[src/cheat_pkg.sv]
//----------------------------------------------------------------------------
// cheat engine shared definitions
// SDRAM bank request/response bundles and the cheat instruction format
//----------------------------------------------------------------------------

package cheat_pkg;

    // SDRAM word address width
    localparam int sdram_aw = 22;

    // request towards an SDRAM bank, held until ack
    typedef struct packed {
        logic [sdram_aw-1:0] addr;
        logic                rd;
        logic                wr;
        logic [15:0]         din;
        // 1 masks the byte
        logic [1:0]          din_m;
    } sdram_req_t;

    // one-cycle strobes back from the bank
    typedef struct packed {
        logic ack;
        logic dst;
        logic rdy;
    } sdram_rsp_t;

    // cheat opcodes
    typedef enum logic [1:0] {
        op_end     = 2'd0,
        op_addr_hi = 2'd1,
        op_addr_lo = 2'd2,
        op_write   = 2'd3
    } cheat_op_t;

    // 18-bit instruction word, opcode on top
    typedef struct packed {
        cheat_op_t   op;
        logic [15:0] arg;
    } cheat_insn_t;

endpackage

[src/cheat_prog_loader.sv]
//----------------------------------------------------------------------------
// cheat program loader
// packs nine programming bytes into four 18-bit instruction words
//----------------------------------------------------------------------------

module cheat_prog_loader #(
    parameter int cheat_aw = 10
) (
    input  logic                   clk,
    input  logic                   prst,
    input  logic                   prog_en,
    input  logic                   prog_wr,
    input  logic [7:0]             prog_data,
    output logic                   wr_en,
    output logic [cheat_aw-1:0]    wr_addr,
    output cheat_pkg::cheat_insn_t wr_data
);
    import cheat_pkg::*;

    logic        last_en;
    logic [3:0]  byte_cnt;
    // bits left over from earlier bytes of the group
    logic [15:0] hold;
    logic        byte_in;

    assign byte_in = prog_en & prog_wr;

    always_ff @(posedge clk) begin
        if (prst) begin
            last_en  <= 1'b0;
            byte_cnt <= 4'd0;
            wr_en    <= 1'b0;
            wr_addr  <= '0;
        end else begin
            last_en <= prog_en;
            wr_en   <= 1'b0;
            if (prog_en && !last_en) begin
                byte_cnt <= 4'd0;
                wr_addr  <= '0;
            end else begin
                if (wr_en) begin
                    wr_addr <= wr_addr + 1'b1;
                end
                if (byte_in) begin
                    byte_cnt <= (byte_cnt == 4'd8) ? 4'd0 : byte_cnt + 4'd1;
                    // bytes 3, 5, 7 and 9 complete a word
                    if (byte_cnt != 4'd0 && !byte_cnt[0]) begin
                        wr_en <= 1'b1;
                    end
                end
            end
        end
    end

    always_ff @(posedge clk) begin
        if (byte_in) begin
            hold <= {prog_data, hold[15:8]};
            case (byte_cnt)
                4'd2: wr_data <= cheat_insn_t'({prog_data[1:0], hold});
                4'd4: wr_data <= cheat_insn_t'({prog_data[3:0], hold[15:2]});
                4'd6: wr_data <= cheat_insn_t'({prog_data[5:0], hold[15:4]});
                4'd8: wr_data <= cheat_insn_t'({prog_data, hold[15:6]});
                default: ;
            endcase
        end
    end

endmodule

[config.mk]
export PLATFORM = sky130hd
export DESIGN_NAME = cheat_prog_loader
export DESIGN_NICKNAME = d
export VERILOG_FILES = /design/src/cheat_pkg.sv /design/src/cheat_prog_loader.sv
export SDC_FILE = /design/constraint.sdc
export NUM_CORES = 1
export LEC_CHECK = 0
export BUFFER_PORTS_ARGS = -buffer_cell sky130_fd_sc_hd__buf_2
export CAP_MARGIN = 20
export CORE_UTILIZATION = 47
export DETAILED_ROUTE_END_ITERATION = 7
export HOLD_SLACK_MARGIN = 0.1
export PLACE_DENSITY = 0.78
export SKIP_CTS_REPAIR_TIMING = 1
export SKIP_LAST_GASP = 1
export SLEW_MARGIN = 20
export SYNTH_ARGS = -nofsm -noshare
export SYNTH_HDL_FRONTEND = slang
export SYNTH_SLANG_ARGS = --single-unit
[constraint.sdc]
create_clock -name clk -period 7.1 [get_ports clk]
set_input_delay 0.71 -clock clk [delete_from_list [all_inputs] [get_ports clk]]
set_output_delay 0.71 -clock clk [all_outputs]
set_load 0.03 [all_outputs]
# --- Word-level counts from Yosys, hierarchy flattened ---
# Index checks and enable logic that the tools add are counted.
word_totals:
  wordCells: 27
  regBits: 50
  output_inout_bits: 29
classes:
  n_bitwise: 2
  n_mux: 3
  n_eq_ne: 4
  addsub: 2
  reduce_logical: 9
ops:
  columns: ["op", "n"]
  rows:
  - ["one-hot mux 18 bit (4 select lines)", 1]
  - ["adder 10 x 1 -> 10 bit, second input constant", 1]
  - ["equality test 4 x 3 -> 1 bit, second input constant", 2]
  - ["nonzero test 4 bit", 2]
  - ["adder 4 x 1 -> 4 bit, second input constant", 1]
  - ["equality test 4 x 2 -> 1 bit, second input constant", 1]
  - ["equality test 4 bit, second input constant", 1]
  - ["2-to-1 mux 4 bit", 1]
  - ["OR reduction 3 bit", 1]
  - ["logical AND 1 bit", 2]
  - ["zero test 1 bit", 2]
  - ["AND reduction 2 bit", 1]
  - ["OR reduction 2 bit", 1]
  - ["AND 1 bit", 1]
  - ["2-to-1 mux 1 bit", 1]
  - ["NOT 1 bit", 1]

# --- Depth between registers and ports, before layout ---
logic_depth:
  ltp_word: 3
  depth_mapped: 8
  ltp_nobuf: 5

# --- Worst setup path before layout ---
# OpenSTA, ideal clock, no wires.
synth_path:
  path_kind: "reg2reg"
  startpoint: "register byte_cnt[0]"
  endpoint: "register wr_data[0] (netlist bit) (enable)"
  path_stages_with_launch: 9
  t_arrival_ns: 2.174
  setup_slack_ns: 4.527
  path_cell_list: "dfxtp_1 > inv_1 > ha_1 > and3b_1 > buf_6 > o21ba_4 > buf_6 > buf_8 > a21oi_1"
synth_via:
  elab_chain_cells: 3
  elab_cells_between_ends: 6
  cone_classes: "eq/ne (4); reduce/logical (2)"
synth_rtl:
  columns: ["element", "line", "source"]
  rows:
  - ["from (decl)", "cheat_prog_loader.sv:21", "logic [3:0] byte_cnt;"]
  - ["from (signal assigned)", "cheat_prog_loader.sv:45", "byte_cnt <= (byte_cnt == 4'd8) ? 4'd0 : byte_cnt + 4'd1;"]
  - ["equality test 4 bit, or another cell as far along", "cheat_prog_loader.sv:58", "case (byte_cnt)"]
  - ["nonzero test 4 bit (no source line) *", null, null]
  - ["AND reduction 2 bit (no source line) *", null, null]
  - ["to (signal assigned)", "cheat_prog_loader.sv:59", "4'd2: wr_data <= cheat_insn_t'({prog_data[1:0], hold});"]
  - ["to (signal assigned)", "cheat_prog_loader.sv:60", "4'd4: wr_data <= cheat_insn_t'({prog_data[3:0], hold[15:2]});"]
  - ["to (signal assigned)", "cheat_prog_loader.sv:61", "4'd6: wr_data <= cheat_insn_t'({prog_data[5:0], hold[15:4]});"]
  - ["to (decl)", "cheat_prog_loader.sv:16", "output cheat_pkg::cheat_insn_t wr_data"]
# Mark *: on every way between the ends. The rest lies on a longest branch, timed or not.
# A chain may end at the register's enable or synchronous reset.

# --- Final worst setup path ---
layout_path:
  startpoint: "register byte_cnt[0]"
  endpoint: "register wr_data[10] (netlist bit) (enable)"
# The elaborated chain is that of the path after synthesis.

==> impl_metrics.env <==
export IMPL_final_setup_tns_ns=0
export IMPL_cts_tree="yes"
export IMPL_hp_class="reg -> reg"
export IMPL_track_usage_pct=18.6
export IMPL_cts_sinks=50
export IMPL_synth_cell_area_mm2=0.00228
export IMPL_numPortBuffers=40
export IMPL_ff2ff_setup_slack_ns=4.37
export IMPL_drv_slew=0
export IMPL_setup_viol=0
export IMPL_maxCapViolations=0
export IMPL_min_period_ns=2.73
export IMPL_h_tree_depth=2
export IMPL_worstMarginPinSlew_ns=0.636
export IMPL_regArea_mm2=0.00134
export IMPL_grt_ovfl_total=0
export IMPL_synth_compound_area_share_pct=18.8
export IMPL_wl_um=4400
export IMPL_status="completed"
export IMPL_drt_iter0_markers=78
export IMPL_sequentialPowerShare_pct=60.9
export IMPL_n_fill_cell=385
export IMPL_hpwl_um=2980
export IMPL_power_total_uw=531
export IMPL_critPathArrivalTime_ns=2.74
export IMPL_dieArea_mm2=0.00514
export IMPL_cp_max_fo=21
export IMPL_syn_nets=209
export IMPL_p_sw_share_pct=21.4
export IMPL_core_mm2=0.00450
export IMPL_switchingPower_uw=114
export IMPL_wl_per_cell_um=15.7
export IMPL_grt_pass1_vias=1520
export IMPL_synth_top_area_share_pct=44.7
export IMPL_ys_top_cells_by_area="edfxtp_1 (45%), dfxtp_1 (14%), a221o_1 (7.9%)"
export IMPL_finalCritPeriodShare_pct=38.5
export IMPL_synth_edf_count=34
export IMPL_crit_path_start_kind="register"
export IMPL_yosys_area_share_simple_pct=13.9
export IMPL_initial_core_util_pct=50.7
export IMPL_remaining_drc_errors=0
export IMPL_path_class="reg -> reg"
export IMPL_fin_util_pct=57.3
export IMPL_clk_pin_slew_worst_paths_ns=0.09
export IMPL_synthCells=193
export IMPL_peakVddDrop_mv=0.129
export IMPL_synth_main_ff_cell="edfxtp_1"
export IMPL_synth_most_common_cell="edfxtp_1"
export IMPL_setup_ws_ns=4.37
export IMPL_skew_ns=0.00546
export IMPL_hold_viol=0
export IMPL_synth_mux_area_share_pct=0.439
export IMPL_holdWs_ns=0.498
export IMPL_cts_buffers_inserted=5
export IMPL_final_antenna_net_count=0
export IMPL_p_leak_uw=0.000959
export IMPL_clk_insertion_delay_late_ns=0.31
export IMPL_vias_per_cell=5.91
export IMPL_synth_common_cells="edfxtp_1 (34), nor2_1 (23), a221o_1 (18), dfxtp_1 (16), a22oi_1 (14)"
export IMPL_yosysSeqAreaShare_pct=58.8
export IMPL_async_reset_ff_share_pct=0
export IMPL_grt_max_degree=22
export IMPL_slew_headroom_pct=57.6
export IMPL_rows=24
export IMPL_end_kind="register"
export IMPL_synth_xor_xnor_area_share_pct=1.54
export IMPL_combPwrFrac_pct=4.6
export IMPL_power_per_cell_area_mw_per_mm2=206
export IMPL_p_int_uw=417
export IMPL_diodes=0
export IMPL_ioPinCount=41
export IMPL_synth_seq_cells=50
export IMPL_antenna_found_initial=0
export IMPL_clockRootBuffer="clkbuf_8"
export IMPL_post_place_ws_ns=4.39
export IMPL_fp_dieW_um=71.7
export IMPL_synth_distinct_cells=34
export IMPL_nets=243
export IMPL_grt_pass1_wl_um=7330
export IMPL_gp_congestion=0.806
export IMPL_multi_input_area_um2=845
export IMPL_clock_power_share_pct=34.5
export IMPL_synth_avg_cell_area_um2=11.8
export IMPL_synth_fa_ha_area_share_pct=2.19
export IMPL_cp_data_required_time_ns=7.10
export IMPL_die_h_um=71.7
export IMPL_ys_warn_count=0
export IMPL_rsz0062_at_grt="false"
export IMPL_drive_gt1_share_pct=23.7
export IMPL_vias=1655
export IMPL_syn2layout_area_growth_pct=13.1
export IMPL_synth_top_family_by_area="compound AO/OA/AOI/OAI gates"
export IMPL_holdPathStages=2
export IMPL_ff2ff_path_depth=6
export IMPL_yosysTopAreaCell="edfxtp_1"
export IMPL_dr_pass1_iters=4
export IMPL_fmax_ghz=0.366
export IMPL_cts_max_path_buffers=2
==> worst paths after layout <==
path / startpoint / end
max: byte_cnt[0] / wr_data[10]
min: wr_addr[9] / wr_addr[9]
max reg2reg: byte_cnt[0] / wr_data[10]
min reg2reg: wr_addr[9] / wr_addr[9]
==> placed cells by master, fill, tap and decap left out, drive strengths merged, types with 2 or more instances in the layout <==
| master | n |
|---|---|
| nor2 | 23 |
| buf | 41 |
| a22oi | 14 |
| a21oi | 9 |
| nand2 | 10 |
| nand3 | 2 |
| edfxtp | 34 |
| nand3b | 8 |
| o21ai | 4 |
| clkbuf | 6 |
| or3 | 7 |
| ha | 4 |
| dfxtp | 16 |
| xor2 | 3 |
| inv | 5 |
| clkinv | 2 |
| a221o | 18 |
| nand2b | 2 |
| nand4 | 6 |
| a21boi | 4 |
==> metal layers <==
layer / up-vias / part of all wire, % / global-route usage [%] / wire (µm)
met1: 788 / 44 / 23.7 / 1950
li1: 811 / - / - / -
met3: 7 / 4.4 / 4.36 / 195
met5: - / 0 / 0 / 0
met4: 0 / 2.1 / 8.50 / 91
met2: 49 / 49 / 30.2 / 2170
==> state kept, by name, summed over array words and instances (netlist names) <==
register	cells
last_en	1
wr_en	1
wr_addr	10
byte_cnt	4
wr_data	18
hold	16
==> metrics by stage <==
step	cell area [µm²]	instances
after floorplan	2280	193
after global placement	2470	272
after detailed placement	2470	272
after CTS	2580	280
after global routing	2580	280
final	2580	280
==> cell families (layout without fill, tap and decap cells) <==
group,after synthesis,in the layout
compound gates,54,54
fa+ha+maj,4,4
buf+inv,19,54
xor+xnor,4,4
simple gates,61,61
mux,1,1
flops,50,50
==> power groups by stage <==
stage	Combinational (µW)	Clock [µW]	Sequential, µW
final	24.2	183	323
after global routing	27.2	198	324
after CTS	24.1	186	323
after detailed placement	24.0	0	330
after global placement	23.4	0	330
after floorplan	15.5	0	328
==> area by class of cell <==
type / count / area share, %
Sequential cell: 50 / 52.0
Tap cell: 52 / 2.52
Timing Repair Buffer: 41 / 8.05
Inverter: 5 / 0.727
Clock inverter: 2 / 0.388
Clock buffer: 6 / 3.64
Multi-Input combinational cell: 124 / 32.7
==> worst max-delay path, stage by stage (launching register included) <==
cell and delay [ns]:
dfxtp_1 0.37, inv_1 0.10, ha_1 0.57, and3b_1 0.67
o21ba_4 0.31, a21oi_1 0.14, buf_4 0.27
Power figures use the tool's default switching activity.
