File: src/cheat_pkg.sv
//----------------------------------------------------------------------------
// cheat engine shared definitions
// SDRAM bank request/response bundles and the cheat instruction format
//----------------------------------------------------------------------------

package cheat_pkg;

    // SDRAM word address width
    localparam int sdram_aw = 22;

    // request towards an SDRAM bank, held until ack
    typedef struct packed {
        logic [sdram_aw-1:0] addr;
        logic                rd;
        logic                wr;
        logic [15:0]         din;
        // 1 masks the byte
        logic [1:0]          din_m;
    } sdram_req_t;

    // one-cycle strobes back from the bank
    typedef struct packed {
        logic ack;
        logic dst;
        logic rdy;
    } sdram_rsp_t;

    // cheat opcodes
    typedef enum logic [1:0] {
        op_end     = 2'd0,
        op_addr_hi = 2'd1,
        op_addr_lo = 2'd2,
        op_write   = 2'd3
    } cheat_op_t;

    // 18-bit instruction word, opcode on top
    typedef struct packed {
        cheat_op_t   op;
        logic [15:0] arg;
    } cheat_insn_t;

endpackage

File: src/cheat_sdram_arbiter.sv
//----------------------------------------------------------------------------
// SDRAM bank 0 arbiter
// game first when the bank is idle, strobes go back to the owner only
//----------------------------------------------------------------------------

module cheat_sdram_arbiter (
    input  logic                  clk,
    input  logic                  prst,
    input  cheat_pkg::sdram_req_t game_req,
    output cheat_pkg::sdram_rsp_t game_rsp,
    input  cheat_pkg::sdram_req_t seq_req,
    output cheat_pkg::sdram_rsp_t seq_rsp,
    output cheat_pkg::sdram_req_t ba0_req,
    input  cheat_pkg::sdram_rsp_t ba0_rsp
);

    // owner is 1 when the sequencer holds the bank
    logic owner;
    logic busy;
    logic game_act;
    logic seq_act;
    logic sel_seq;

    assign game_act = game_req.rd | game_req.wr;
    assign seq_act  = seq_req.rd | seq_req.wr;

    always_ff @(posedge clk) begin
        if (prst) begin
            owner <= 1'b0;
            busy  <= 1'b0;
        end else begin
            if (ba0_rsp.rdy) begin
                busy <= 1'b0;
            end
            if (!busy) begin
                if (game_act) begin
                    busy  <= 1'b1;
                    owner <= 1'b0;
                end else if (seq_act) begin
                    busy  <= 1'b1;
                    owner <= 1'b1;
                end
            end
        end
    end

    // while idle the would-be winner already drives the bank
    assign sel_seq = busy ? owner : ~game_act;
    assign ba0_req = sel_seq ? seq_req : game_req;

    assign game_rsp = owner ? '0 : ba0_rsp;
    assign seq_rsp  = owner ? ba0_rsp : '0;

endmodule

File: config.mk
export PLATFORM = sky130hd
export DESIGN_NAME = cheat_sdram_arbiter
export DESIGN_NICKNAME = d
export VERILOG_FILES = /design/src/cheat_pkg.sv /design/src/cheat_sdram_arbiter.sv
export SDC_FILE = /design/constraint.sdc
export NUM_CORES = 1
export LEC_CHECK = 0
export ABC_CLOCK_PERIOD_IN_PS = 2750
export BUFFER_PORTS_ARGS = -buffer_cell sky130_fd_sc_hd__buf_2
export CAP_MARGIN = 20
export CORE_AREA = 2 2 53 55
export DETAILED_ROUTE_END_ITERATION = 10
export DIE_AREA = 0 0 55 57
export PLACE_DENSITY = 0.95
export SYNTH_ARGS = -nofsm -noshare
export SYNTH_HDL_FRONTEND = slang
export SYNTH_SLANG_ARGS = --single-unit
File: constraint.sdc
create_clock -name clk -period 2.75 [get_ports clk]
set_clock_uncertainty 0.1 [all_clocks]
set_input_delay 0.55 -clock clk [delete_from_list [all_inputs] [get_ports clk]]
set_output_delay 0.55 -clock clk [all_outputs]
set_load 0.01 [all_outputs]
* After elaboration in Yosys (flattened, before gate mapping)
Cells that the tools add are included.
Cells by class: multiplexer cells 10, bitwise logic cells 4, reduce and logical (&&, ||, !) cells 2
Operators with widths (number):
- two-way mux 42 bit | 1
- two-way mux 1 bit | 7
- two-way mux 3 bit | 2
- NOT 1 bit | 2
- OR 1 bit | 2
- AND reduction 2 bit | 1
- nonzero test 2 bit | 1
Storage, ports and cells: flip-flop bits (word level) 2, output and inout port bits 48, word-level logic and storage cells 18

* Depth between registers and ports, before layout
Gate-level depths: netlist (run 1).
depth in word-level cells 4, depth in mapped cells 4, depth with buffers taken out 3

* Worst setup path after synthesis (run 1)
No wires, ideal clock.
kind input to output, from input game_req[19] in the netlist's numbering, to output ba0_req[4] in the netlist's numbering, arrival time 1381 ps, data required time 2100 ps, setup slack 719 ps, cell stages on the path 4, path through nor3_2 a21oi_2 buf_6 mux2_1
RTL lines:
- start, declared | RTL line cheat_sdram_arbiter.sv:9 | input cheat_pkg::sdram_req_t game_req,
- end, declared | RTL line cheat_sdram_arbiter.sv:13 | output cheat_pkg::sdram_req_t ba0_req,

==> results of run 1 <==
-- power breakdown --
part	leakage, nW	switching, mW	internal [mW]
Combinational	0.748	0.0973	0.132
Sequential	0.0167	0.00525	0.0313
Clock	0.0138	0.0152	0.0480
-- worst max-delay path: stages (launching register included) --
cell and delay [ps]:
sky130_fd_sc_hd__dfxtp_2 430, sky130_fd_sc_hd__nor3_2 110, sky130_fd_sc_hd__a21oi_4 530, sky130_fd_sc_hd__mux2_2 410, sky130_fd_sc_hd__buf_2 140
-- synthesized netlist by cell type (all sizes together) --
master  instances
a21oi           1
a221oi          1
a22o            2
and2            3
buf             4
dfxtp           2
mux2           40
nand2           1
nor2            1
nor2b           3
nor3            3
o21ai           2
-- cells by family (layout without fill, tap and decap cells) --
logic type | count (synthesis) | count (layout) | synth area share, %
AO/OA/AOI/OAI | 6 | 7 | 6.98
multiplexers | 40 | 40 | 69.8
AND/OR/NAND/NOR | 11 | 11 | 10.1
flip-flops | 2 | 2 | 6.20
buffers and inverters | 4 | 139 | 6.98
-- worst max path at each step --
stage                  from     endpoint  slack [ps]  depth (start not counted)
2_1_floorplan  game_req[19]   ba0_req[4]         720                          4
5_1_grt                busy   ba0_req[9]         120                          4
6_report               busy  ba0_req[23]         250                          4
3_3_place_gp   game_req[19]  ba0_req[23]         -70                          5
3_5_place_dp   game_req[18]  ba0_req[23]        -110                          5
4_1_cts                busy  ba0_req[23]          60                          4
-- cell type report --
class                           count  area (µm²)  area share [%]
Multi-Input combinational cell     58         584            42.7
Tap cell                           31        38.8            2.84
Timing Repair Buffer              136         681            49.8
Sequential cell                     2        41.3            3.02
Clock buffer                        3        22.5            1.65
-- sequential cells by signal (all words and copies together) (netlist names) --
register  flops
owner         1
busy          1
-- metal layers --
layer | track usage [%] | up-vias | wire, µm
li1 | - | 515 | -
met1 | 17.2 | 453 | 1030
met2 | 33.7 | 73 | 1570
met3 | 3.93 | 0 | 402
met4 | 3.14 | 0 | 0
met5 | 0 | - | 0
-- cell usage in the layout, fill, tap and decap left out --
cell type / Yosys / layout
sky130_fd_sc_hd__a22o_1: 2 / 2
sky130_fd_sc_hd__o21ai_0: 2 / 2
sky130_fd_sc_hd__mux2_2: 37 / 37
sky130_fd_sc_hd__dfxtp_2: 0 / 1
sky130_fd_sc_hd__mux2_1: 3 / 3
sky130_fd_sc_hd__nor2_1: 1 / 1
sky130_fd_sc_hd__clkbuf_4: 0 / 3
sky130_fd_sc_hd__nor2b_1: 3 / 3
sky130_fd_sc_hd__buf_2: 0 / 136
sky130_fd_sc_hd__nor3_1: 2 / 2
sky130_fd_sc_hd__nand2_1: 1 / 1
sky130_fd_sc_hd__nor3_2: 1 / 1
sky130_fd_sc_hd__dfxtp_1: 2 / 1
sky130_fd_sc_hd__a21oi_4: 0 / 2
sky130_fd_sc_hd__and2_1: 3 / 3
sky130_fd_sc_hd__a221oi_1: 1 / 1
-- what timing repair did --
| action | 4_1_cts | 5_1_grt |
|---|---|---|
| cloned | 1 | 0 |
| gates resized for setup | 1 | 1 |
| setup endpoints to repair | 40 | 26 |
==> results.cfg, run 1 <==
[outcome]
result_of_the_run = finished clean

[setup_path]
critical_path.endpoint_type = primary output
critical_path_class = flip-flop to primary output
worstPathMaxFanout = 21
worstPathRequired_ps = 2100
cp.arrival_ps = 1850
critPathLaunchType = flip-flop
worst-r2r-setup-slack_ps = 1310
terminus_of_the_critical_flop_to_flop_path = owner
worstRegToRegCells = 3
worst_r2r_startpoint = busy

[run]
max_cap_viol_count = 0

[power_and_ir_drop]
leakage_nw = 0.778
ir_worst_vdd_mv = 0.340
power_density_nw_per_um2 = 241
fin_total_pwr_mw = 0.329

[clock_network]
cts_hold_repair.buffers = 0
tritoncts_num_sinks = 2
clk_pin_slew_ps = 30
cts_setup_buffers = 0
clkLatencyLatePin_ps = 220
cts_tree = done
cts.path.max_buffers = 2
cts_htree_levels = 1
cts_root_buf = sky130_fd_sc_hd__clkbuf_4
clock_buffers_created_by_tritoncts = 3

[worst_hold_path]
hold_path.class = primary input to flip-flop
hold_path_depth = 2
timing.hold.worst_endpoint = busy
min-delay-start = prst

[logic_synthesis]
ys.warnings.count = 0
yosys_register_bits = 2
synthesis.area_um2 = 646
synth_area_per_cell_um2 = 10.2
synth_area_leaders = sky130_fd_sc_hd__mux2_2, sky130_fd_sc_hd__buf_6, sky130_fd_sc_hd__dfxtp_1, sky130_fd_sc_hd__mux2_1, sky130_fd_sc_hd__and2_1
synth.lib_cells_used.distinct = 14
post-synth-top-area-cell = sky130_fd_sc_hd__mux2_2
synth-seq-area-share_pct = 6.20
syn-instance-count = 63
syn-num-nets = 152
synth_top_area_share_pct = 64.5

[placement]
dp_hpwl_um = 2520
detailedPlace.worstSlack_ps = -113
post_place_cells = 226
finalWeightedCongestion = 0.747
placed_area_um2 = 1330
io_buffer_count = 136

[layout]
post-route-util_pct = 52.3
final_net_count = 290
fillerInstances = 262
stdcell_area_um2 = 1370
n_antenna_cell = 0
final_cells = 230
synthToLayoutAreaGrowth_pct = 112
post_route_cells_drive_above_1_share_pct = 90.5

[detailed_routing]
routed_wl_um = 3000
wl_per_cell_um = 13.1
drc_violations_left = 0
final_antenna_net_count = 0
detail_route.iter0.violations = 5
dr_total_vias = 1041
drt_first_pass_iters = 4
viasPerCell = 4.53

[timing]
setup_tns_ps = 0
finalCritPeriodShare_pct = 91.1
final-setup-viol-count = 0
tightestPinTransition_ps = 678
final.setup.worst_slack_ps = 246
final-max-slew-violation-count = 0
timing.slew.headroom_pct = 54.7
rsz0062_at_grt = false
post-route-min-period_ps = 2500
timing.final.hold_violations = 0
maxClockFrequency_mhz = 399
hold-worst-slack_ps = 406

[floorplanning]
floorplan.die_area_um2 = 3140
placementRows = 19
die_height_um = 57
core_area_um2 = 2620
ios = 137
floorplan.initialDensity_pct = 24.7
floorplan.die.width_um = 55

[grt]
globalRouteOverflowTotal = 0
grt_use_total_pct = 17.0
grt_pass1_wl_um = 3950
grt_antenna_before_repair = 0
first_global_vias = 950
largest_net_degree_at_the_start_of_global_routing = 22
(Power assumes the default switching activity.)
==> run 2, diff against run 1 <==
ABC_CLOCK_PERIOD_IN_PS = 2400   (was 2750)
CORE_AREA = default   (was 2 2 53 55)
CORE_UTILIZATION = 25   (was default)
CTS_BUF_LIST = sky130_fd_sc_hd__clkbuf_8   (was default)
DIE_AREA = default   (was 0 0 55 57)
clock period = 2.4 ns   (was 2.75 ns; I/O delays follow)
==> results.cfg, run 2 (synthesis results as in run 1) <==
[worst_hold_path]
timing.hold.worst_endpoint = busy
hold_path.class = primary input to flip-flop
min-delay-start = prst
hold_path_depth = 2

[setup_path]
worst_r2r_startpoint = busy
path_buf_inv = 1
terminus_of_the_critical_flop_to_flop_path = owner
critical_path.endpoint_type = primary output
worst-r2r-setup-slack_ps = 1050
worstPathMaxFanout = 11
cp.arrival_ps = 1720
crit_slowest_cell = sky130_fd_sc_hd__dfxtp_2
critical_path_class = flip-flop to primary output
crit_family = flip-flops
worstRegToRegCells = 3
crit_chain = nor3_4, a21oi_4, mux2_2, buf_2
worstPathRequired_ps = 1820
critPathLaunchType = flip-flop
critical_path.max_stage_delay_ps = 500

[run]
max_cap_viol_count = 0

[detailed_routing]
detail_route.iter0.violations = 4
dr_total_vias = 1073
drc_violations_left = 0
routed_wl_um = 3140
drt_first_pass_iters = 5
final_antenna_net_count = 0
wl_per_cell_um = 13.5
viasPerCell = 4.61

[timing]
tightestPinTransition_ps = 487
finalCritPeriodShare_pct = 95.9
timing.slew.headroom_pct = 67.4
post-route-min-period_ps = 2300
rsz0062_at_grt = false
maxClockFrequency_mhz = 434
final-max-slew-violation-count = 0
timing.final.hold_violations = 0
final-setup-viol-count = 0

[floorplanning]
placementRows = 18
ios = 137
die_height_um = 52.8
floorplan.initialDensity_pct = 26.3
floorplan.die.width_um = 52.8
core_area_um2 = 2450
floorplan.die_area_um2 = 2790

[power_and_ir_drop]
leakage_nw = 0.805
fin_total_pwr_mw = 0.453
power_density_nw_per_um2 = 315
ir_worst_vdd_mv = 0.245

[layout]
layout.cells.most_common_list = sky130_fd_sc_hd__buf_2, sky130_fd_sc_hd__mux2_2, sky130_fd_sc_hd__a21oi_4
final_net_count = 294
regArea_um2 = 41.3
largestRegisters = busy: 1 flops, owner: 1 flops
fillerInstances = 231
multi_input_comb_area_um2 = 623
stdcell_area_um2 = 1440
post_route_cells_drive_above_1_share_pct = 90.6
n_antenna_cell = 0
synthToLayoutAreaGrowth_pct = 123
mostFrequentLayoutCell = sky130_fd_sc_hd__buf_2

[grt]
grt_antenna_before_repair = 0
first_global_vias = 995
grt_use_total_pct = 20.9
grt_pass1_wl_um = 4150
globalRouteOverflowTotal = 0
largest_net_degree_at_the_start_of_global_routing = 12

[clock_network]
cts_hold_repair.buffers = 0
clock_buffers_created_by_tritoncts = 3
cts_tree = done
clkLatencyLatePin_ps = 210
tritoncts_num_sinks = 2
cts.path.max_buffers = 2
cts_root_buf = sky130_fd_sc_hd__clkbuf_8
clk_pin_slew_ps = 30
cts_htree_levels = 1

[placement]
placed_area_um2 = 1340
dp_hpwl_um = 2430
io_buffer_count = 136
finalWeightedCongestion = 0.801

[outcome]
result_of_the_run = finished clean
[run 2: changes by cell type in the layout (fill, tap and decap cells not counted), sizes merged]
cell / change
a21oi: +2
buf: +2
[run 2: final cells by class]
| cell class | instances | area share [%] |
|---|---|---|
| flip-flops and latches | 2 | 2.87 |
| repair buffers | 138 | 48.3 |
| clock buffers | 3 | 2.87 |
| well taps | 30 | 2.61 |
| multi-input cells | 60 | 43.3 |
[run 2: stage by stage]
step	instances	setup slack (ps)	setup TNS [ps]	util (%)	hold slack, ps
after global placement	227	-277	-10450	54.6	491
final	233	98.5	0	58.6	347
after global routing	233	24.1	0	58.6	355
after CTS	233	69.1	0	58.6	345
after floorplan	63	509	0	-	445
after detailed placement	227	-320	-12110	54.6	493
[run 2: routing by layer]
| layer | track usage (%) | vias up | part of all wire (%) |
|---|---|---|---|
| met4 | 8.77 | 0 | 0.76 |
| met2 | 44.7 | 70 | 56 |
| met5 | 0 | - | 0 |
| met3 | 2.32 | 4 | 9.2 |
| met1 | 18.9 | 473 | 34 |
| li1 | - | 526 | - |
[run 2: worst max-delay path by stage]
stage | startpoint | endpoint | slack [ps] | depth (start not counted)
3_3_place_gp | game_req[19] | ba0_req[41] | -280 | 5
4_1_cts | busy | ba0_req[8] | 70 | 4
5_1_grt | busy | ba0_req[13] | 20 | 4
3_5_place_dp | game_req[18] | ba0_req[8] | -320 | 5
6_report | busy | ba0_req[13] | 100 | 4
2_1_floorplan | game_req[19] | ba0_req[4] | 510 | 4
[run 2: worst register-to-register path: cells and delay by family, from the launching register on]
family	cells	cell delay, ps
DFF	1	400
AOI/OAI and AO/OA	1	160
and+or+nand+nor	2	610
[run 2: what timing repair did]
action                     4_1_cts  5_1_grt
resized for setup                5        0
setup endpoints to repair       40        0
setup buffers                    0        0
[run 2: report_power, final]
group	internal [mW]	total, mW	switching (mW)
clock network	0.106	0.135	0.0291
registers	0.0358	0.0440	0.00813
logic	0.157	0.274	0.117
