**src/cheat_pkg.sv**
```systemverilog
//----------------------------------------------------------------------------
// cheat engine shared definitions
// SDRAM bank request/response bundles and the cheat instruction format
//----------------------------------------------------------------------------

package cheat_pkg;

    // SDRAM word address width
    localparam int sdram_aw = 22;

    // request towards an SDRAM bank, held until ack
    typedef struct packed {
        logic [sdram_aw-1:0] addr;
        logic                rd;
        logic                wr;
        logic [15:0]         din;
        // 1 masks the byte
        logic [1:0]          din_m;
    } sdram_req_t;

    // one-cycle strobes back from the bank
    typedef struct packed {
        logic ack;
        logic dst;
        logic rdy;
    } sdram_rsp_t;

    // cheat opcodes
    typedef enum logic [1:0] {
        op_end     = 2'd0,
        op_addr_hi = 2'd1,
        op_addr_lo = 2'd2,
        op_write   = 2'd3
    } cheat_op_t;

    // 18-bit instruction word, opcode on top
    typedef struct packed {
        cheat_op_t   op;
        logic [15:0] arg;
    } cheat_insn_t;

endpackage

```
**src/cheat_sequencer.sv**
```systemverilog
//----------------------------------------------------------------------------
// cheat sequencer
// runs the cheat program from pc 0 once per frame at the vblank falling
// edge and writes values to SDRAM, with a per-frame step limit
//----------------------------------------------------------------------------

module cheat_sequencer #(
    parameter int cheat_aw  = 10,
    parameter int max_steps = 64
) (
    input  logic                   clk,
    input  logic                   prst,
    input  logic                   prog_en,
    input  logic                   lvbl,
    output logic [cheat_aw-1:0]    rd_addr,
    input  cheat_pkg::cheat_insn_t rd_data,
    output cheat_pkg::sdram_req_t  seq_req,
    input  cheat_pkg::sdram_rsp_t  seq_rsp
);
    import cheat_pkg::*;

    localparam int sw = $clog2(max_steps + 1);

    typedef enum logic [1:0] {
        idle,
        fetch,
        exec,
        wait_rdy
    } state_t;

    state_t              state;
    logic [cheat_aw-1:0] pc;
    logic [sw-1:0]       step_cnt;
    logic [sdram_aw-1:0] addr;
    logic [15:0]         wdata;
    logic                wr;
    logic                lvbl_last;
    logic                vb_fall;

    assign vb_fall = lvbl_last & ~lvbl;
    assign rd_addr = pc;

    always_comb begin
        seq_req       = '0;
        seq_req.addr  = addr;
        seq_req.wr    = wr;
        seq_req.din   = wdata;
    end

    always_ff @(posedge clk) begin
        if (prst) begin
            state     <= idle;
            pc        <= '0;
            step_cnt  <= '0;
            wr        <= 1'b0;
            lvbl_last <= 1'b0;
        end else begin
            lvbl_last <= lvbl;
            case (state)
                idle: begin
                    if (vb_fall && !prog_en) begin
                        pc       <= '0;
                        step_cnt <= '0;
                        state    <= fetch;
                    end
                end
                fetch: begin
                    // instruction word is read during this cycle
                    if (prog_en || step_cnt == sw'(max_steps)) begin
                        state <= idle;
                    end else begin
                        state <= exec;
                    end
                end
                exec: begin
                    pc       <= pc + 1'b1;
                    step_cnt <= step_cnt + 1'b1;
                    if (prog_en) begin
                        state <= idle;
                    end else begin
                        case (rd_data.op)
                            op_end: state <= idle;
                            op_write: begin
                                wr    <= 1'b1;
                                state <= wait_rdy;
                            end
                            default: state <= fetch;
                        endcase
                    end
                end
                wait_rdy: begin
                    if (seq_rsp.ack) begin
                        wr <= 1'b0;
                    end
                    if (seq_rsp.rdy) begin
                        state <= fetch;
                    end
                end
                default: state <= idle;
            endcase
        end
    end

    // address and data registers
    always_ff @(posedge clk) begin
        if (state == exec) begin
            case (rd_data.op)
                op_addr_hi: addr[sdram_aw-1:16] <= rd_data.arg[sdram_aw-17:0];
                op_addr_lo: addr[15:0] <= rd_data.arg;
                op_write:   wdata <= rd_data.arg;
                default: ;
            endcase
        end
        // post-increment once the write is done
        if (state == wait_rdy && seq_rsp.rdy) begin
            addr <= addr + 1'b1;
        end
    end

endmodule

```
**config.mk**
```make
export PLATFORM = sky130hd
export DESIGN_NAME = cheat_sequencer
export DESIGN_NICKNAME = d
export VERILOG_FILES = /design/src/cheat_pkg.sv /design/src/cheat_sequencer.sv
export SDC_FILE = /design/constraint.sdc
export NUM_CORES = 1
export LEC_CHECK = 0
export BUFFER_PORTS_ARGS = -buffer_cell sky130_fd_sc_hd__buf_4
export CAP_MARGIN = 20
export CORE_MARGIN = 2
export CORE_UTILIZATION = 54
export CTS_BUF_LIST = sky130_fd_sc_hd__clkbuf_4
export CTS_CLUSTER_SIZE = 14
export DETAILED_ROUTE_END_ITERATION = 16
export PLACE_DENSITY = 0.81
export SLEW_MARGIN = 40
export SYNTH_ARGS = -nofsm -noshare
export SYNTH_HDL_FRONTEND = slang
export SYNTH_SLANG_ARGS = --single-unit
```
**constraint.sdc**
```tcl
create_clock -name clk -period 3.34 [get_ports clk]
set_clock_uncertainty 0.1 [all_clocks]
set_input_delay 0.668 -clock clk [delete_from_list [all_inputs] [get_ports clk]]
set_output_delay 0.668 -clock clk [all_outputs]
set_load 0.02 [all_outputs]
```
Word-level counts from Yosys, hierarchy flattened. Index checks and enable logic that the tools add are counted.

Add/sub/neg operators: 3. Multipliers: 0. Divide/modulo/power cells: 0. Magnitude comparators: 0. Eq/ne operators: 12. Shifts and indexed selects: 0. Mux-type cells: 18. Bitwise operators: 2. Reduce and logical (&&, ||, !) cells: 17.

Operator list (number): 22-bit 2-to-1 mux (2); 22-bit by 1-bit adder with 22-bit output, second input constant (1); 10-bit case mux with 2 select lines (1); 16-bit 2-to-1 mux (1); 7-bit case mux with 2 select lines (1); 10-bit by 1-bit adder with 10-bit output, second input constant (1); 10-bit 2-to-1 mux (1); 2-bit AND reduction (5); 2-bit nonzero test (5); 2-bit == test, second input constant (4); 2-bit 2-to-1 mux (4); 2-bit != test, second input constant (4); 2-bit case mux with 4 select lines (1); 7-bit by 1-bit adder with 7-bit output, second input constant (1); 7-bit == test, second input constant (1); 7-bit 2-to-1 mux (1); 6-bit 2-to-1 mux (1); 2-bit by 1-bit == test with 1-bit output, second input constant (2); 2-bit zero test (2); 2-bit case mux with 2 select lines (1); 4-bit AND reduction (1); 1-bit 2-to-1 mux (3); 1-bit logical AND (2); 2-bit by 1-bit != test with 1-bit output, second input constant (1); other kinds (5) (5).

Register bits: 59. Bits in latches: 0. Bits in writable memories: 0. Bits in read-only memories: 0. Input bits: 25. Output and inout bits: 52. Logic and storage cells: 60. Memories kept: 0.

Longest topological paths before layout. Gate-level depths: netlist (run 1).

Word-level depth: 5. Depth in mapped cells: 7. Mapped depth without buffers: 6.

Worst setup path before layout (run 1). Ideal clock, no wire load.

Path type: input to register. Start point: in rd_data[17] (netlist name). End point: reg addr[0], enable pin. Setup time: 0.411 ns. Arrival: 1.892 ns. Path slack: 0.937 ns. Cell stages on the path: 2. Path buffers: 0. Cell sequence: nand2_1 > o21ai_0.

Longest elaborated chain between the ends: 3.

Ends and longest elaborated chain: start: declaration (line cheat_sequencer.sv:16) `input cheat_pkg::cheat_insn_t rd_data,`; 2-bit == test (line cheat_sequencer.sv:107) `case (rd_data.op)`; 2-bit nonzero test (no line); 2-bit AND reduction (no line); end signal: indexed assignment (line cheat_sequencer.sv:108) `op_addr_hi: addr[sdram_aw-1:16] <= rd_data.arg[sdram_aw-17:0];`; end signal: assignment (line cheat_sequencer.sv:109) `op_addr_lo: addr[15:0] <= rd_data.arg;`; end signal: assignment (line cheat_sequencer.sv:116) `addr <= addr + 1'b1;`; end: declaration (line cheat_sequencer.sv:34) `logic [sdram_aw-1:0] addr;`.

Every way passes these cells. A chain may end at the register's enable or synchronous reset.

Final worst setup path (run 1).
Start point: reg addr[0]. End point: reg addr[16], data pin.

Longest elaborated chain between the ends: 2.

Ends and longest elaborated chain: 22-bit by 1-bit adder with 22-bit output (line cheat_sequencer.sv:116); 22-bit 2-to-1 mux (line cheat_sequencer.sv:115) `if (state == wait_rdy && seq_rsp.rdy) begin`.

Every way passes these cells.

==> reports/metrics.csv, run 1 <==
metric,value,unit
post_cts_buffers,0,
wl,6310,um
synth_edf_count,38,
cts_resized,0,
synth.largest_area_cell,edfxtp_1,
tns,0,ns
fill_cells,406,
num_vias,2406,
clk_pin_slew,0.11,ns
r2r_slack,1.02,ns
hold_viol,0,
routed_via_density,5.54,
hpwl,4590,um
insertion_delay,0.39,ns
cts_tree,done,
ant_nets,0,
crit_type,flip-flop to flip-flop,
drtIter0Drc,194,
leakagePower,1.38,nW
port_buffers,72,
start_util,56.4,%
crit_start,addr[0]$_DFFE_PP_,
worstRegToRegCells,5,
fin_crit,2.32,ns
stdcell_count,434,
ys_types,44,
clock.fmax,431,MHz
synth_common_cells,"edfxtp_1 (38), nand2_1 (27), nor2_1 (27), o21ai_0 (23), dfxtp_1 (21)",
cp-end-kind,flip-flop,
final_max_slew_viol_count,0,
total_power,0.00135,W
p_per_area,371,mW/mm2
setup_viol,0,
yosys_most_used_dff,edfxtp_1,
die_w,77.5,um
grt_pass1_wl,10500,um
yosys.area.top_type_share,39.1,%
fin_nets,392,
antenna_found_initial,0,
die_y,77.5,um
fin_hold_ws,0.353,ns
crit_fanout,8,
boundaryPins,77,
drv_cap,0,
rsz0062_at_grt,false,
cts_max_level,3,
netlist_top_cells_area,"edfxtp_1 (39%), dfxtp_1 (14%), o21ai_0 (3.9%), nand2_1 (3.5%), nor2_1 (3.5%)",
worst_pin_slew,0.767,ns
remaining_drc_errors,0,
rows,26,
first_global_vias,2280,
netlist_area,0.00292,mm2
track_usage,21.8,%
area_delta_synth_final,24.3,%
dp_cells,418,
first_pass_iters,4,
relSlewSlack,48.7,%
outcome,finished clean,
hp-class,primary input to flip-flop,
synthCells,285,
cts_buffer_depth,2,
r2r_start,addr[0]$_DFFE_PP_,
die_area,0.00600,mm2
gp_congestion,0.797,
ir_worst_vdd,0.242,mV
finalCritPeriodShare,69.5,%
insertedDiodeCount,0,
critical_path_required,3.38,ns
yosys_warnings,0,
drive_gt1_share,26.1,%
clock_sinks,59,
grt_max_degree,27,
core,0.00517,mm2
cts_buffers,9,
grt_overflow,0,
yosysMostFrequentCell,edfxtp_1,
arrival,2.36,ns
avgSynthCellArea,10.2,um2
clk_root_buffer_cell,clkbuf_4,
avgRoutedWirePerCell,14.5,um
postPlaceCellArea,0.00349,mm2
multi_input_area,0.00123,mm2
critPathCapture,addr[16]$_DFFE_PP_,
yosysSeqAreaShare,53.5,%
final_area,0.00362,mm2
reg2reg_to,addr[16]$_DFFE_PP_,
synth-async-reset-ratio,0,%
cts_hold_buffers,0,
start_kind,flip-flop,
ys_ff_latch,59,
ff_latch_area,0.00156,mm2
==> sequential cells by signal, indices dropped and copies added (netlist names) <==
register	flops
step_cnt	7
wr	1
state	2
rd_addr	10
lvbl_last	1
addr	22
wdata	16
==> kinds of logic (layout without fill, tap and decap cells) <==
family                     Yosys count  in the layout  synth area share [%]
other                                1              3                 0.129
muxes                                3              3                  1.03
xor gates and xnor gates            19             19                  5.71
and+or+nand+nor                    111            111                  19.9
AOI/OAI and AO/OA                   58             58                  11.8
buffers and inverters               26            103                  4.42
adders and majority gates            8              8                  3.43
DFF                                 59             59                  53.5
==> layer usage <==
layer  vias to the layer above  GRT usage [%]  share of wire [%]
met1                      1115           28.1                 44
met3                        10           4.53                6.4
met4                         0           10.5                1.8
li1                       1192              -                  -
met2                        89           35.1                 48
met5                         -              0                  0
==> critical path, stage by stage (launching register included) <==
cell and delay [ns]:
edfxtp_1 0.42, ha_1 0.24, nand4_1 0.28, nor4_1 0.70, mux2i_1 0.26, nand2_1 0.07
==> power by group <==
group / internal (W) / total (W) / switching, W
Clock: 0.000248 / 0.000493 / 0.000244
Sequential: 0.000778 / 0.000781 / 0.00000323
Combinational: 0.0000338 / 0.0000716 / 0.0000378
==> layout make-up <==
class	count	share of cell area [%]
clock buffer	12	2.49
inverter	12	1.24
timing repair buffer	75	15.5
multi-input combinational	202	34.1
clock inverter	4	1.17
sequential	59	43.1
tap	70	2.42
==> per-stage QoR <==
stage	utilization, %	setup WS (ns)
2_1_floorplan	-	0.937
3_5_place_dp	67.5	1.01
4_1_cts	70.1	0.993
5_1_grt	70.1	0.874
6_report	70.1	1.02
3_3_place_gp	67.5	1.06
==> layout by cell type, fill, tap and decap left out, types with 2 or more instances in the layout <==
cell type  Yosys  final
or3_1          6      6
o2111ai_1      3      3
nand3_1        7      7
nand3b_1       2      2
nor2b_1        2      2
nor2_1        27     27
inv_1         12     12
ha_1           8      8
clkinv_1       0      2
mux2i_1        3      3
buf_4          4     75
clkbuf_4       0     12
and3_1         5      4
o31ai_1        6      6
nor4_1         5      5
xor2_1         8      8
conb_1         1      3
dfxtp_1       21     21
a31o_2         2      2
a31oi_1        5      5
nor3_1         8      8
or4_1          7      7
a21oi_1       13     13
edfxtp_1      38     38
o21ai_0       23     22
xnor2_1       11     11
nand2_1       27     27
nand4_1        5      5
a22oi_1        2      2
==> worst min-delay path by stage <==
stage | start | to | cells past startpoint
after floorplan | wr$_SDFFE_PP0P_ | wr$_SDFFE_PP0P_ | 2
after global placement | wr$_SDFFE_PP0P_ | wr$_SDFFE_PP0P_ | 2
after detailed placement | wr$_SDFFE_PP0P_ | wr$_SDFFE_PP0P_ | 2
after CTS | rd_data[2] | wdata[2]$_DFFE_PP_ | 1
after global routing | rd_data[2] | wdata[2]$_DFFE_PP_ | 1
final | rd_data[2] | wdata[2]$_DFFE_PP_ | 1
(Power assumes the default switching activity.)
==> run 2: changes to the inputs <==
Clock period 3.34 ns to 2.14 ns, I/O delays scaled along.
==> run 2 against run 1 <==
Effect of this change: clock-buffer cell count is 3 lower; flip-flop and latch count unchanged; setup slack worse by 0.93 ns; register-to-register slack lost 0.93 ns; largest power group unchanged.
==> reports/metrics.csv, run 2 (synthesis results as in run 1) <==
metric,value,unit,change
outcome,finished clean,,
fin_nets,414,,+5.6%
ant_nets,0,,unchanged
wl,7060,um,+12%
setup_ws,0.0934,ns,-0.926 ns
die_w,77.5,um,unchanged
cts_max_level,3,,unchanged
clock.fmax,489,MHz,+13%
final_max_slew_viol_count,0,,unchanged
largest_register_ffs,22,,unchanged
grt_overflow,0,,unchanged
drive_gt1_share,32.1,%,+6.0 points
die_area,0.00600,mm2,unchanged
drtIter0Drc,206,,+6.2%
r2r_start,addr[1]$_DFFE_PP_,,
final_cell_mix,"buf_4 (97), edfxtp_1 (38), nor2_1 (27), nand2_1 (27), o21ai_0 (22)",,
boundaryPins,77,,unchanged
leakagePower,1.53,nW,+10%
hpwl,4950,um,+7.7%
first_pass_iters,4,,unchanged
core,0.00517,mm2,unchanged
min_path_cells,1,,unchanged
crit_type,flip-flop to flip-flop,,
clk_root_buffer_cell,clkbuf_4,,
fin_hold_ws,0.0999,ns,-0.253 ns
relSlewSlack,59.8,%,+11 points
total_power,0.00228,W,+70%
start_util,56.4,%,unchanged
setup_viol,0,,unchanged
regMostFlops,addr,,
worst_pin_slew,0.597,ns,-0.170 ns
p_per_area,589,mW/mm2,+59%
finalCritPeriodShare,95.6,%,+26 points
num_vias,2573,,+6.9%
ir_worst_vdd,0.407,mV,+68%
avgRoutedWirePerCell,15.5,um,+6.4%
dp_cells,434,,+3.8%
cts_buffers,9,,unchanged
remaining_drc_errors,0,,unchanged
insertedDiodeCount,0,,unchanged
r2r_slack,0.09,ns,-0.93 ns
cts_hold_buffers,0,,unchanged
layout_commonest_cell,buf_4,,
crit_fanout,8,,unchanged
place_ws,0.00948,ns,-0.996 ns
stdcell_count,456,,+5.1%
crit_start,addr[1]$_DFFE_PP_,,
port_buffers,72,,unchanged
min_from,rd_data[15],,
first_global_vias,2494,,+9.4%
reg2reg_to,addr[17]$_DFFE_PP_,,
rows,26,,unchanged
hp-class,primary input to flip-flop,,
clock_sinks,59,,unchanged
routed_via_density,5.64,,+1.8%
area_delta_synth_final,32.8,%,
worstRegToRegCells,5,,unchanged
die_y,77.5,um,unchanged
arrival,2.20,ns,-0.16 ns
min_to,wdata[15]$_DFFE_PP_,,
antenna_found_initial,0,,unchanged
grt_max_degree,26,,-3.7%
insertion_delay,0.41,ns,+0.02 ns
cts_buffer_depth,2,,unchanged
drv_cap,0,,unchanged
critical_path_required,2.30,ns,-1.08 ns
hold_viol,0,,unchanged
fin_crit,2.05,ns,-0.274 ns
cts_tree,done,,
clk_pin_slew,0.11,ns,about the same
grt_pass1_wl,11300,um,+8.3%
gp_congestion,0.834,,+4.6%
track_usage,23.8,%,+2.0 points
start_kind,flip-flop,,
cp-end-kind,flip-flop,,
==> run 2: worst max-delay path, cell delays in order, from the launching register on <==
cell and delay (ns):
edfxtp_1 0.41, buf_4 0.13, nand2_1 0.14, or4_4 0.51
or4_1 0.43, a31oi_1 0.18
==> run 2: repair_timing <==
| item | 4_1_cts | 5_1_grt |
|---|---|---|
| pin swaps | 1 | 1 |
| setup buffers | 2 | 4 |
| setup endpoints to repair | 2 | 6 |
| gates resized for setup | 0 | 7 |
| hold endpoints to repair | 0 | 0 |
| gates cloned | 0 | 0 |
==> run 2: through the flow <==
stage          instance area, um2  setup TNS, ns  util, %
3_5_place_dp                 3620              0     69.9
4_1_cts                      3800              0     73.5
5_1_grt                      3870        -0.0360     74.9
6_report                     3870              0     74.9
3_3_place_gp                 3620              0     69.9
2_1_floorplan                2940              0        -
==> run 2: layout make-up <==
class | count | area [um2]
clock buffer | 9 | 67.6
clock inverter | 7 | 101
fill | 365 | 1300
inverter | 12 | 45.0
multi-input combinational | 202 | 1280
sequential | 59 | 1560
tap | 70 | 87.6
timing repair buffer | 97 | 728
==> run 2: worst max path at each step <==
stage                                          to  slack (ns)  depth (start not counted)
after floorplan                addr[17]$_DFFE_PP_        0.03                          5
after global placement    rd_addr[9]$_SDFFE_PP0P_        0.09                          7
after detailed placement  rd_addr[7]$_SDFFE_PP0P_       0.009                          7
after CTS                 rd_addr[7]$_SDFFE_PP0P_        0.02                          7
after global routing           addr[17]$_DFFE_PP_       -0.02                          4
final                          addr[17]$_DFFE_PP_        0.09                          5
==> run 2: report_power, final <==
group / total, W / switching (W) / internal, W
Clock: 0.000937 / 0.000455 / 0.000482
Sequential: 0.00122 / 0.00000504 / 0.00121
Combinational: 0.000127 / 0.0000647 / 0.0000624
==> run 2: metal layers <==
layer / GRT usage (%) / share of wire (%) / vias to the layer above / wire, um
li1: - / - / 1231 / -
met1: 29.3 / 42 / 1220 / 2990
met2: 39.8 / 49 / 104 / 3470
met3: 4.19 / 5.9 / 18 / 415
met4: 12.9 / 2.6 / 0 / 182
met5: 0 / 0 / - / 0
==> run 3: changes to the inputs <==
Settings changed: GPL_TIMING_DRIVEN set to 0.
==> run 3 against run 2 <==
Effect of this change: critical path depth unchanged; the flow now finishes with violations (negative setup slack); final cell count is 3.3% higher; highest routed layer unchanged; worst hold slack worse by 0.018 ns; critical path type unchanged.
==> reports/metrics.csv, run 3 (synthesis results as in run 1) <==
metric,value,unit,change
outcome,"complete, but fails checks",,
violations,negative setup slack,,
boundaryPins,77,,unchanged
postPlaceCellArea,0.00356,mm2,-1.6%
clk_pin_slew,0.12,ns,about the same
clock_sinks,59,,unchanged
routed_via_density,5.79,,+2.7%
drv_cap,0,,unchanged
cts_max_level,3,,unchanged
cp_top_family,simple AND/OR/NAND/NOR gates,,
final_area,0.00398,mm2,+2.7%
ir_worst_vdd,0.460,mV,+13%
drive_gt1_share,35.4,%,+3.3 points
stdcell_count,471,,+3.3%
power_frac_comb,6.1,%,+0.5 points
p_per_area,542,mW/mm2,-8.0%
final_max_slew_viol_count,0,,unchanged
finalCritPeriodShare,102,%,+6.0 points
critical_path_required,2.30,ns,about the same
arrival,2.34,ns,+0.14 ns
core,0.00517,mm2,unchanged
start_util,56.4,%,unchanged
hold_viol,0,,unchanged
regMostFlops,addr,,
reg2reg_to,addr[21]$_DFFE_PP_,,
avgRoutedWirePerCell,16.6,um,+7.4%
remaining_drc_errors,0,,unchanged
tns,-0.0358,ns,-0.0358 ns
switching_share,24.5,%,+1.5 points
hpwl,4990,um,+0.80%
min_from,rd_data[15],,
r2r_slack,-0.04,ns,-0.13 ns
crit_chain,nand3_2 > or4_4 > buf_6 > or4_1 > a31oi_2,,
intPower,0.00163,W,-7.4%
crit_type,flip-flop to flip-flop,,
die_y,77.5,um,unchanged
worstRegToRegCells,5,,unchanged
drtIter0Drc,252,,+22%
fin_nets,429,,+3.6%
p_switching,0.000528,W,+0.63%
wl,7830,um,+11%
final_util,76.9,%,+2.0 points
cp-end-kind,flip-flop,,
setup_ws,-0.0356,ns,-0.129 ns
antenna_found_initial,0,,unchanged
setup_viol,2,,+2
die_area,0.00600,mm2,unchanged
slowest_delay,0.53,ns,+0.02 ns
first_pass_iters,5,,+1
cp_slowest_cell,or4_4,,
worst_pin_slew,0.551,ns,-0.0465 ns
layout_commonest_cell,buf_4,,
largest_register_ffs,22,,unchanged
clk_root_buffer_cell,clkbuf_4,,
dp_cells,428,,-1.4%
rows,26,,unchanged
relSlewSlack,63.2,%,+3.4 points
gp_congestion,0.868,,+4.1%
cts_tree,done,,
port_buffers,71,,-1.4%
min_path_cells,1,,unchanged
die_w,77.5,um,unchanged
track_usage,25.0,%,+1.2 points
num_vias,2729,,+6.1%
cts_buffer_depth,2,,unchanged
worst-path-buf-inv,1,,unchanged
grt_overflow,0,,unchanged
leakagePower,1.56,nW,+2.3%
min_to,wdata[15]$_DFFE_PP_,,
pwr-share-clk,37.3,%,-3.7 points
r2r_start,addr[13]$_DFFE_PP_,,
grt_pass1_wl,11600,um,+2.8%
cts_buffers,9,,unchanged
final_cell_mix,"buf_4 (104), edfxtp_1 (38), nor2_1 (27), nand2_1 (27), o21ai_0 (22)",,
clock.fmax,460,MHz,-5.9%
insertion_delay,0.42,ns,about the same
ant_nets,0,,unchanged
fin_crit,2.18,ns,+0.129 ns
area_delta_synth_final,36.4,%,
insertedDiodeCount,0,,unchanged
hp-class,primary input to flip-flop,,
start_kind,flip-flop,,
crit_fanout,8,,unchanged
grt_max_degree,18,,-31%
total_power,0.00216,W,-5.5%
power_frac_seq,56.6,%,+3.2 points
first_global_vias,2428,,-2.6%
-- run 3: cell count changes in the layout (fill, tap and decap cells not counted), moves of 2 or more --
cell | before | now
clkinv_4 | 4 | 1
clkbuf_1 | 0 | 3
clkinv_2 | 0 | 3
clkinvlp_4 | 0 | 2
buf_4 | 97 | 104
buf_6 | 0 | 3
-- run 3: through the flow --
| step | hold WS [ns] | setup slack, ns |
|---|---|---|
| 3_5_place_dp | 0.376 | -0.196 |
| 3_3_place_gp | 0.361 | -0.264 |
| 2_1_floorplan | 0.347 | 0.0260 |
| 5_1_grt | 0.0599 | -0.0857 |
| 4_1_cts | 0.0735 | 0.00428 |
| 6_report | 0.0817 | -0.0356 |
-- run 3: worst max-delay path by stage --
stage                           from                 endpoint  depth (start not counted)
5_1_grt           addr[13]$_DFFE_PP_       addr[21]$_DFFE_PP_                          5
3_3_place_gp   state[0]$_SDFFE_PP0P_       addr[15]$_DFFE_PP_                          4
2_1_floorplan      addr[5]$_DFFE_PP_       addr[17]$_DFFE_PP_                          5
6_report          addr[13]$_DFFE_PP_       addr[21]$_DFFE_PP_                          5
4_1_cts           addr[13]$_DFFE_PP_       addr[19]$_DFFE_PP_                          5
3_5_place_dp   state[0]$_SDFFE_PP0P_  rd_addr[7]$_SDFFE_PP0P_                          7
-- run 3: power by group through the flow --
stage	logic [W]	clock network (W)	registers (W)
global route	0.000148	0.000854	0.00122
detailed placement	0.000116	0	0.00125
CTS	0.000120	0.000804	0.00122
finish	0.000132	0.000805	0.00122
floorplan	0.0000603	0	0.00125
global placement	0.000113	0	0.00124
-- run 3: cell type report --
class                           instances  area, um2
Timing Repair Buffer                   99        743
Fill cell                             342       1190
Tap cell                               70       87.6
Inverter                               12       45.0
Clock buffer                            9       67.6
Multi-Input combinational cell        202       1310
Buffer                                 13       95.1
Sequential cell                        59       1560
Clock inverter                          7       68.8
-- run 3: metal layers --
| metal | part of all wire [%] | wire length (um) | GRT usage, % | up-vias |
|---|---|---|---|---|
| met1 | 40 | 3110 | 30.1 | 1305 |
| li1 | - | - | - | 1267 |
| met2 | 52 | 4070 | 41.7 | 137 |
| met3 | 6.3 | 494 | 7.56 | 20 |
| met5 | 0 | 0 | 0 | - |
| met4 | 2.0 | 159 | 10.4 | 0 |
-- run 3: what timing repair did --
item,4_1_cts,5_1_grt
setup buffers,12,16
cloned,0,0
resized for setup,5,13
endpoints found under the setup margin,10,35
pin swaps,1,6
hold buffers,0,0
-- run 3: worst reg2reg max path: cells and delay by family, from the launching register on --
| family | cells | cell delay, ns |
|---|---|---|
| compound gates | 1 | 0.19 |
| simple gates | 3 | 1.09 |
| flops | 1 | 0.49 |
| buf+inv | 1 | 0.15 |
